`config.mk`:
```
export PLATFORM = sky130hd
export DESIGN_NAME = video_top
export DESIGN_NICKNAME = d
export VERILOG_FILES = /design/src/video_pkg.sv /design/src/color_mix.sv /design/src/tile_layer.sv /design/src/video_regs.sv /design/src/video_timing.sv /design/src/video_top.sv
export VERILOG_INCLUDE_DIRS = /design/src /design/src/include
export SDC_FILE = /design/constraint.sdc
export NUM_CORES = 2
export LEC_CHECK = 0
export ABC_AREA = 0
export BUFFER_PORTS_ARGS = -buffer_cell sky130_fd_sc_hd__buf_2
export CORE_MARGIN = 8
export CORE_UTILIZATION = 35
export DETAILED_ROUTE_END_ITERATION = 6
export HOLD_SLACK_MARGIN = 0.12
export PLACE_DENSITY = 0.52
export SYNTH_ARGS = -nofsm -noshare
export SYNTH_HDL_FRONTEND = slang
export SYNTH_SLANG_ARGS = --single-unit
```
`constraint.sdc`:
```
create_clock -name clk -period 3.6 [get_ports clk]
set_input_delay 0.18 -clock clk [delete_from_list [all_inputs] [get_ports clk]]
set_output_delay 0.18 -clock clk [all_outputs]
set_load 0.005 [all_outputs]
```
`src/include/video_settings.svh`:
```
// Screen geometry and sync positions
// Pixel pipeline latency of the tile layer
// CPU address map and palette size
`ifndef VIDEO_SETTINGS_SVH
`define VIDEO_SETTINGS_SVH

// Totals include blanking
`define H_TOTAL     64
`define H_ACTIVE    48
`define HS_START    52
`define HS_END      56
`define V_TOTAL     40
`define V_ACTIVE    32
`define VS_START    35
`define VS_END      37

// 8x8 tile map, one byte per cell
`define MAP_CELLS   64
// Pixel clocks from beam to layer output
`define PXL_LATENCY 8

// CPU address map, 10-bit byte addresses
`define REG_BASE    10'h000
`define REG_COUNT   5
`define MAP_BASE    10'h200
`define PAL_BASE    10'h300
`define PAL_ENTRIES 32

`endif

```
`src/video_pkg.sv`:
```
// Shared types of the video subsystem
// Beam position, decoded CPU access, control registers, FSM states

package video_pkg;

    typedef enum logic [1:0] {
        REG_REGION,
        MAP_REGION,
        PAL_REGION,
        NO_REGION
    } region_e;

    typedef enum logic [1:0] {
        FETCH_IDLE,
        FETCH_MAP,
        FETCH_ROM,
        FETCH_LOAD
    } fetch_state_e;

    // Blanking signals are high while the beam is visible
    typedef struct packed {
        logic [8:0] hdump;
        logic [8:0] vdump;
        logic       lhbl;
        logic       lvbl;
        logic       hs;
        logic       vs;
    } beam_t;

    // Address is an offset inside the region
    typedef struct packed {
        region_e    region;
        logic [9:0] addr;
        logic [7:0] wdata;
        logic       we;
        logic       stb;
    } bus_req_t;

    typedef struct packed {
        logic [5:0] scroll_x;
        logic [5:0] scroll_y;
        logic       layer_en;
        logic       irq_en;
        logic       pal_bank;
        logic [4:0] backdrop;
    } video_ctrl_t;

endpackage

```
`src/color_mix.sv`:
```
// Colour mixer
// Byte-wide CPU palette RAM, index selection, RGB555 widening and blanking
`timescale 1ns/1ns
`include "video_settings.svh"

module color_mix(
    input                       clk,
    input                       reset,
    input                       pxl_cen,
    input  video_pkg::beam_t    beam,
    input  video_pkg::bus_req_t req,
    output logic [7:0]          pal_rdata,
    input        [3:0]          pxl,
    input                       layer_en,
    input                       pal_bank,
    input        [4:0]          backdrop,
    output logic [7:0]          red,
    output logic [7:0]          green,
    output logic [7:0]          blue
);
    import video_pkg::*;

    localparam int PW = $clog2(`PAL_ENTRIES);

    // Even byte holds the upper half of an entry
    logic [7:0]    pal_hi [`PAL_ENTRIES];
    logic [7:0]    pal_lo [`PAL_ENTRIES];
    logic [PW:0]   cpu_a;
    logic          pal_sel;
    logic [PW-1:0] idx;
    logic [15:0]   entry;

    function automatic logic [7:0] widen(input logic [4:0] c);
        widen = {c, c[4:2]};
    endfunction

    assign cpu_a   = req.addr[PW:0];
    assign pal_sel = req.stb && (req.region == PAL_REGION);

    always_ff @(posedge clk) begin
        if (pal_sel) begin
            if (req.we && !cpu_a[0]) begin
                pal_hi[cpu_a[PW:1]] <= req.wdata;
            end
            if (req.we && cpu_a[0]) begin
                pal_lo[cpu_a[PW:1]] <= req.wdata;
            end
            pal_rdata <= cpu_a[0] ? pal_lo[cpu_a[PW:1]] : pal_hi[cpu_a[PW:1]];
        end
    end

    // Pen 0 of the layer is transparent
    always_comb begin
        if (layer_en && pxl != 4'd0) begin
            idx = {pal_bank, pxl};
        end else begin
            idx = backdrop;
        end
        entry = {pal_hi[idx], pal_lo[idx]};
    end

    always_ff @(posedge clk) begin
        if (reset) begin
            red   <= 8'd0;
            green <= 8'd0;
            blue  <= 8'd0;
        end else if (pxl_cen) begin
            if (beam.lhbl && beam.lvbl) begin
                red   <= widen(entry[14:10]);
                green <= widen(entry[9:5]);
                blue  <= widen(entry[4:0]);
            end else begin
                red   <= 8'd0;
                green <= 8'd0;
                blue  <= 8'd0;
            end
        end
    end

endmodule

```
`src/tile_layer.sv`:
```
// Scrolling tile layer
// Tile map RAM, fetch FSM with ROM handshake, double-buffered pixel shifter
`timescale 1ns/1ns
`include "video_settings.svh"

module tile_layer(
    input                       clk,
    input                       reset,
    input                       pxl_cen,
    input  video_pkg::beam_t    beam,
    input  video_pkg::bus_req_t req,
    output logic [7:0]          map_rdata,
    input        [5:0]          scroll_x,
    input        [5:0]          scroll_y,
    output                      rom_cs,
    output       [10:0]         rom_addr,
    input        [31:0]         rom_data,
    input                       rom_ok,
    output       [3:0]          pxl
);
    import video_pkg::*;

    logic [7:0]   map_ram [`MAP_CELLS];
    fetch_state_e state;
    logic [5:0]   sx;
    logic [5:0]   nx;
    logic [5:0]   sy;
    logic [8:0]   vf;
    logic         tile_edge;
    logic [5:0]   cell_q;
    logic [2:0]   row_q;
    logic [2:0]   row_f;
    logic [7:0]   code_q;
    logic [31:0]  data_q;
    logic [31:0]  buf_q;
    logic [31:0]  shift_q;
    logic         buf_valid;
    logic         fetch_go;
    logic         stale;

    // CPU port of the map
    always_ff @(posedge clk) begin
        if (req.stb && req.region == MAP_REGION) begin
            if (req.we) begin
                map_ram[req.addr[5:0]] <= req.wdata;
            end
            map_rdata <= map_ram[req.addr[5:0]];
        end
    end

    // Scrolled position, tile boundary one pixel ahead of the shifter
    assign sx        = beam.hdump[5:0] + scroll_x;
    assign nx        = sx + 6'd1;
    assign tile_edge = pxl_cen && (sx[2:0] == 3'd7);

    // During hblank fetch for the next line
    always_comb begin
        if (beam.hdump >= 9'(`H_ACTIVE)) begin
            vf = (beam.vdump == 9'(`V_TOTAL - 1)) ? 9'd0 : beam.vdump + 9'd1;
        end else begin
            vf = beam.vdump;
        end
        sy = vf[5:0] + scroll_y;
    end

    always_ff @(posedge clk) begin
        if (reset) begin
            state     <= FETCH_IDLE;
            fetch_go  <= 1'b0;
            stale     <= 1'b0;
            buf_valid <= 1'b0;
            shift_q   <= '0;
        end else begin
            case (state)
                FETCH_IDLE: begin
                    if (fetch_go) begin
                        fetch_go <= 1'b0;
                        stale    <= 1'b0;
                        state    <= FETCH_MAP;
                    end
                end
                FETCH_MAP:  state <= FETCH_ROM;
                FETCH_ROM: begin
                    if (rom_ok) begin
                        state <= FETCH_LOAD;
                    end
                end
                FETCH_LOAD: begin
                    buf_valid <= ~stale;
                    state     <= FETCH_IDLE;
                end
                default:    state <= FETCH_IDLE;
            endcase
            // Tile slot boundary takes priority over a late load
            if (tile_edge) begin
                shift_q   <= buf_valid ? buf_q : '0;
                buf_valid <= 1'b0;
                fetch_go  <= 1'b1;
                if (state != FETCH_IDLE) begin
                    stale <= 1'b1;
                end
            end else if (pxl_cen) begin
                shift_q <= {shift_q[27:0], 4'd0};
            end
        end
    end

    always_ff @(posedge clk) begin
        if (tile_edge) begin
            cell_q <= {sy[5:3], nx[5:3]};
            row_q  <= sy[2:0];
        end
        if (state == FETCH_MAP) begin
            code_q <= map_ram[cell_q];
            row_f  <= row_q;
        end
        if (state == FETCH_ROM && rom_ok) begin
            data_q <= rom_data;
        end
        if (state == FETCH_LOAD) begin
            buf_q <= data_q;
        end
    end

    // Address held steady for the whole request
    assign rom_cs   = (state == FETCH_ROM);
    assign rom_addr = {code_q, row_f};
    assign pxl      = shift_q[31:28];

endmodule

```
`src/video_regs.sv`:
```
// Wishbone classic slave of the video block
// Region decode, control registers, read mux, vblank interrupt
`timescale 1ns/1ns
`include "video_settings.svh"

module video_regs(
    input                          clk,
    input                          reset,
    input                          wb_cyc,
    input                          wb_stb,
    input                          wb_we,
    input        [9:0]             wb_adr,
    input        [7:0]             wb_dat_w,
    output logic [7:0]             wb_dat_r,
    output logic                   wb_ack,
    input  video_pkg::beam_t       beam,
    input        [7:0]             map_rdata,
    input        [7:0]             pal_rdata,
    output video_pkg::bus_req_t    req,
    output video_pkg::video_ctrl_t ctrl,
    output                         irq_n
);
    import video_pkg::*;

    logic [7:0] reg_rdata;
    region_e    rd_region;
    logic       vbl_pend;
    logic       lvbl_l;
    logic       reg_wr;

    // Access strobe is cut by the ack so each cycle is served once
    always_comb begin
        req       = '0;
        req.wdata = wb_dat_w;
        req.we    = wb_we;
        req.stb   = wb_cyc & wb_stb & ~wb_ack;
        if (wb_adr >= `PAL_BASE) begin
            req.region = PAL_REGION;
            req.addr   = wb_adr - `PAL_BASE;
        end else if (wb_adr >= `MAP_BASE) begin
            req.region = MAP_REGION;
            req.addr   = wb_adr - `MAP_BASE;
        end else if (wb_adr - `REG_BASE < 10'(`REG_COUNT)) begin
            req.region = REG_REGION;
            req.addr   = wb_adr - `REG_BASE;
        end else begin
            req.region = NO_REGION;
            req.addr   = wb_adr;
        end
    end

    assign reg_wr = req.stb & req.we & (req.region == REG_REGION);

    always_ff @(posedge clk) begin
        if (reset) begin
            wb_ack    <= 1'b0;
            rd_region <= NO_REGION;
        end else begin
            wb_ack <= wb_cyc & wb_stb & ~wb_ack;
            if (req.stb) begin
                rd_region <= req.region;
            end
        end
    end

    always_ff @(posedge clk) begin
        if (req.stb) begin
            case (req.addr[2:0])
                3'd0:    reg_rdata <= {5'd0, ctrl.pal_bank, ctrl.irq_en, ctrl.layer_en};
                3'd1:    reg_rdata <= {2'd0, ctrl.scroll_x};
                3'd2:    reg_rdata <= {2'd0, ctrl.scroll_y};
                3'd3:    reg_rdata <= {3'd0, ctrl.backdrop};
                default: reg_rdata <= {7'd0, vbl_pend};
            endcase
        end
    end

    always_ff @(posedge clk) begin
        if (reset) begin
            ctrl     <= '0;
            vbl_pend <= 1'b0;
            lvbl_l   <= 1'b1;
        end else begin
            lvbl_l <= beam.lvbl;
            if (reg_wr) begin
                case (req.addr[2:0])
                    3'd0: begin
                        ctrl.layer_en <= req.wdata[0];
                        ctrl.irq_en   <= req.wdata[1];
                        ctrl.pal_bank <= req.wdata[2];
                    end
                    3'd1:    ctrl.scroll_x <= req.wdata[5:0];
                    3'd2:    ctrl.scroll_y <= req.wdata[5:0];
                    3'd3:    ctrl.backdrop <= req.wdata[4:0];
                    // Any write to status acknowledges the interrupt
                    3'd4:    vbl_pend <= 1'b0;
                    default: ;
                endcase
            end
            // A new vblank wins over a clear in the same cycle
            if (lvbl_l && !beam.lvbl) begin
                vbl_pend <= 1'b1;
            end
        end
    end

    // Read byte arrives with the ack
    always_comb begin
        case (rd_region)
            REG_REGION: wb_dat_r = reg_rdata;
            MAP_REGION: wb_dat_r = map_rdata;
            PAL_REGION: wb_dat_r = pal_rdata;
            default:    wb_dat_r = 8'd0;
        endcase
    end

    assign irq_n = ~(vbl_pend & ctrl.irq_en);

endmodule

```
`src/video_timing.sv`:
```
// Beam timing generator
// Pixel and line counters, blanking and sync decode
`timescale 1ns/1ns
`include "video_settings.svh"

module video_timing(
    input                    clk,
    input                    reset,
    input                    pxl_cen,
    output video_pkg::beam_t beam
);

    logic [8:0] hcnt;
    logic [8:0] vcnt;

    // Line advances when the pixel counter wraps
    always_ff @(posedge clk) begin
        if (reset) begin
            hcnt <= 9'd0;
            vcnt <= 9'd0;
        end else if (pxl_cen) begin
            if (hcnt == 9'(`H_TOTAL - 1)) begin
                hcnt <= 9'd0;
                if (vcnt == 9'(`V_TOTAL - 1)) begin
                    vcnt <= 9'd0;
                end else begin
                    vcnt <= vcnt + 9'd1;
                end
            end else begin
                hcnt <= hcnt + 9'd1;
            end
        end
    end

    // Decode straight from the counters so all fields change together
    always_comb begin
        beam.hdump = hcnt;
        beam.vdump = vcnt;
        beam.lhbl  = hcnt < 9'(`H_ACTIVE);
        beam.lvbl  = vcnt < 9'(`V_ACTIVE);
        beam.hs    = (hcnt >= 9'(`HS_START)) && (hcnt < 9'(`HS_END));
        beam.vs    = (vcnt >= 9'(`VS_START)) && (vcnt < 9'(`VS_END));
    end

endmodule

```
`src/video_top.sv`:
```
// Video subsystem top level
// Timing, register block, tile layer and colour mixer with beam delay line
`timescale 1ns/1ns
`include "video_settings.svh"

module video_top(
    input               clk,
    input               reset,
    input               pxl_cen,
    // Wishbone slave
    input               wb_cyc,
    input               wb_stb,
    input               wb_we,
    input        [9:0]  wb_adr,
    input        [7:0]  wb_dat_w,
    output       [7:0]  wb_dat_r,
    output              wb_ack,
    output              irq_n,
    // Tile ROM
    output              rom_cs,
    output       [10:0] rom_addr,
    input        [31:0] rom_data,
    input               rom_ok,
    // Video out
    output       [7:0]  red,
    output       [7:0]  green,
    output       [7:0]  blue,
    output              lhbl,
    output              lvbl,
    output              hs,
    output              vs
);
    import video_pkg::*;

    beam_t       beam;
    beam_t       beam_mix;
    beam_t       beam_out;
    beam_t       beam_dly [`PXL_LATENCY + 1];
    bus_req_t    req;
    video_ctrl_t ctrl;
    logic [7:0]  map_rdata;
    logic [7:0]  pal_rdata;
    logic [3:0]  pxl;

    // Mixer sees the beam of the layer output, outputs one pixel later
    always_ff @(posedge clk) begin
        if (reset) begin
            for (int i = 0; i <= `PXL_LATENCY; i++) begin
                beam_dly[i] <= '0;
            end
        end else if (pxl_cen) begin
            beam_dly[0] <= beam;
            for (int i = 1; i <= `PXL_LATENCY; i++) begin
                beam_dly[i] <= beam_dly[i-1];
            end
        end
    end

    assign beam_mix = beam_dly[`PXL_LATENCY - 1];
    assign beam_out = beam_dly[`PXL_LATENCY];
    assign lhbl     = beam_out.lhbl;
    assign lvbl     = beam_out.lvbl;
    assign hs       = beam_out.hs;
    assign vs       = beam_out.vs;

    video_timing u_timing(
        .clk      ( clk       ),
        .reset    ( reset     ),
        .pxl_cen  ( pxl_cen   ),
        .beam     ( beam      )
    );

    // Interrupt follows the blanking seen at the outputs
    video_regs u_regs(
        .clk      ( clk       ),
        .reset    ( reset     ),
        .wb_cyc   ( wb_cyc    ),
        .wb_stb   ( wb_stb    ),
        .wb_we    ( wb_we     ),
        .wb_adr   ( wb_adr    ),
        .wb_dat_w ( wb_dat_w  ),
        .wb_dat_r ( wb_dat_r  ),
        .wb_ack   ( wb_ack    ),
        .beam     ( beam_out  ),
        .map_rdata( map_rdata ),
        .pal_rdata( pal_rdata ),
        .req      ( req       ),
        .ctrl     ( ctrl      ),
        .irq_n    ( irq_n     )
    );

    tile_layer u_layer(
        .clk      ( clk           ),
        .reset    ( reset         ),
        .pxl_cen  ( pxl_cen       ),
        .beam     ( beam          ),
        .req      ( req           ),
        .map_rdata( map_rdata     ),
        .scroll_x ( ctrl.scroll_x ),
        .scroll_y ( ctrl.scroll_y ),
        .rom_cs   ( rom_cs        ),
        .rom_addr ( rom_addr      ),
        .rom_data ( rom_data      ),
        .rom_ok   ( rom_ok        ),
        .pxl      ( pxl           )
    );

    color_mix u_colmix(
        .clk      ( clk           ),
        .reset    ( reset         ),
        .pxl_cen  ( pxl_cen       ),
        .beam     ( beam_mix      ),
        .req      ( req           ),
        .pal_rdata( pal_rdata     ),
        .pxl      ( pxl           ),
        .layer_en ( ctrl.layer_en ),
        .pal_bank ( ctrl.pal_bank ),
        .backdrop ( ctrl.backdrop ),
        .red      ( red           ),
        .green    ( green         ),
        .blue     ( blue          )
    );

endmodule

```
==> run metrics <==
CP max stage cell=a2111oi_0; first-pass GRT wire length=285000 µm; cts repair resizes=0; CP arrival=4.10 ns; DP Area=65200 µm²; WS Path Type=flop to flop; average size of a mapped cell=15.9 µm²; Core ar.=171000 µm²; num rows=152; Post-synth top cells=1166 x edfxtp_1, 475 x mux4_2, 263 x nor2_1; clk sinks=1261; reg2reg setup slack=about 0.14 ns; HP Class=input pin to flop; Final Skew=between 0.02 and 0.03 ns; CTS root buffer=clkbuf_16; hold depth=3; Worst-path clk slew=~0.060 ns; worst r2r src=u_regs.ctrl[0]; worst-skew pair later-pin latency=0.80 ns; Starting DRT DRC Count=4924; via count=39000; wire length per cell=31.0 µm; synth-to-layout area growth=17.3%; peak fanout along the critical path=46; Ys Warns=0; Hold Crit Start=wb_adr[2]; GRT Total Usage=0.210; hpwl dp=between 100000 and 150000 µm; fmax=289 MHz; synthesized cell area=60200 µm²; Final Slew Violations=0; post-synth top area cell=edfxtp_1; period utilisation layout=0.962; Setup-failing EPs final=0; setup TNS=0 ns; FF-to-FF End=u_colmix.green[4]; placed cell count=6104; Lkg Pwr=between 20 and 25 nW; final hold violations=0; Post-Route WL=200000 µm; GP Congestion=~0.9; #FFs+latches synth=1261; CTS Buf Count=138; Synth async-reset ratio=0; max_cap viols=0; Layout Nets=4175; die height=431 µm; ys flop type=edfxtp_1; Buf+Inv Stages, Crit Path=1; count leader, synth=edfxtp_1; Hold Slack=0.254 ns; share of post-route cells with drive strength above 1=0.284; initial antenna violation count=6; cell chain of the critical path=buf_4 > o21ai_0 > nor2_2 > o22ai_1 > mux2_2 > a2111oi_0 > o32ai_1; Ports=107; Max-slew headroom=0.251; delay-heaviest family, CP=compound AO/OA/AOI/OAI gates; Netlist cell types=74; largest net degree at the start of global routing=133; die area=185000 µm²; Pwr Density=458 nW/µm²; number of port buffers=106; Critical Path Start Type=flop; Critical Path RT=approximately 4.2 ns; vias per cell=6.05; Cells after Synth=3774; Non-Filler Instances=around 6400; DR pass1 iterations=7; sequential share of the synthesized area=0.613; Tmin final=3.46 ns; Starting Density=0.352; H-tree depth=4; status=completed; Crit. End Element=flop; Bufs on Longest Clock Path=3; cell depth of the worst flop-to-flop path=7; area fraction of the dominant cell type after synthesis=0.582; top cells by area, synth=edfxtp_1 58%, mux4_2 18%, dfxtp_1 3.2%; Mapped Nets=3850; number of flops mapped to enable cells by yosys=1166; Hold Path Sink=u_regs.reg_rdata[3]; vias in the first global route=38300; Fillers=around 15000; die width=~430 µm; CTS tree=done; Slew @ Worst Pin=1.12 ns; drt drc=0; total power draw=32.3 mW; CP max stage delay=slightly below 0.9 ns; post-route cell area=~71000 µm²; grt total ovfl=0; Peak VDD IR=0.525 mV; remaining antenna violation count=0; RSZ-0062 raised after global routing=no
-- layer usage --
| metal | up-vias | track usage | wire length [µm] |
|---|---|---|---|
| met2 | 1874 | 0.337 | 94500 |
| met4 | 0 | 0.0859 | 8770 |
| met5 | - | 0 | 0 |
| met3 | 374 | 0.0425 | 15900 |
| li1 | 16300 | - | - |
| met1 | 20400 | 0.280 | 80600 |
-- sequential cells by signal, indices dropped and copies added, names as in the netlist, 20 cells and up --
register	count
u_layer.buf_q	32
u_layer.map_ram	512
u_regs.ctrl	20
u_colmix.pal_lo	256
u_layer.data_q	32
beam_dly	36
u_layer.shift_q	32
u_colmix.pal_hi	256
-- power breakdown --
group	internal, mW	switching (mW)	total [mW]	leakage (nW)
Combinational	0.736	1.18	1.91	8.66
Sequential	16.1	0.0535	16.1	11.4
Clock	8.24	6.06	14.3	2.19
Total	25.1	7.29	32.3	22.2
-- cell type report --
type / count / area, µm² / share of cell area
antenna: 4 / 10.0 / 0.000142
clock buffer: 181 / 3740 / 0.0530
clock inverter: 68 / 762 / 0.0108
inverter: 21 / 81.3 / 0.00115
multi-input combinational: 2168 / 21900 / 0.310
sequential: 1261 / 36900 / 0.523
tap: 2233 / 2790 / 0.0396
timing repair buffer: 509 / 4380 / 0.0620
-- worst max path at each step --
stage | start | end | depth (start not counted)
after global placement | u_regs.ctrl[7] | u_colmix.blue[3] | 6
final | u_regs.ctrl[0] | u_colmix.green[4] | 7
after detailed placement | u_regs.ctrl[0] | u_colmix.green[4] | 7
after global routing | u_regs.ctrl[0] | u_colmix.green[4] | 7
after CTS | u_regs.ctrl[0] | u_colmix.green[4] | 7
after floorplan | u_layer.cell_q[0] | u_layer.code_q[0] | 5
-- metrics by stage --
step	utilization	worst slack, ns
2_1_floorplan	-	0.724
3_3_place_gp	0.381	0.0848
3_5_place_dp	0.381	0.204
4_1_cts	0.412	0.177
5_1_grt	0.412	0.0815
6_report	0.412	0.137
-- worst register-to-register path, cell delays in order (launching register included) --
cell and delay (ns):
dfxtp_4 0.41, buf_4 0.66, o21ai_0 0.32, nor2_2 0.42, o22ai_1 0.13, mux2_2 0.30
a2111oi_0 0.88, o32ai_1 0.18
-- timing repair --
action	in CTS	in global routing
endpoints found under the hold margin	675	0
endpoints found under the setup margin	0	0
hold buffers	88	0
setup buffers	0	0
-- placed cells by master, fill, tap and decap left out, types with 17 or more instances in the layout --
cell type,instances
nand2_1,168
a21oi_1,123
dfxtp_1,92
nand2b_1,27
a221oi_1,76
a311oi_1,29
mux2_2,61
nand3_1,89
edfxtp_1,1166
inv_1,19
nor4_1,19
ha_1,17
o221ai_1,35
dlygate4sd3_1,88
nor2_1,260
clkbuf_16,142
buf_12,42
nor2b_1,28
a2111oi_0,19
buf_2,93
buf_4,282
and2_1,42
o22ai_1,140
mux4_2,475
a22oi_1,19
clkinv_2,21
o21ai_0,112
clkbuf_1,35
mux2i_1,172
nor3_1,17
o2111ai_1,21
clkinv_1,18
-- logic make-up after synthesis --
kind of cell / count (synthesis) / share of synthesized area
XOR/XNOR: 25 / 0.00364
AO/OA/AOI/OAI: 703 / 0.0814
buffers and inverters: 345 / 0.0246
flip-flops: 1261 / 0.613
AND/OR/NAND/NOR: 712 / 0.0549
adder cells (fa/ha/maj): 19 / 0.00420
multiplexers: 709 / 0.218
(Power assumes the default switching activity.)
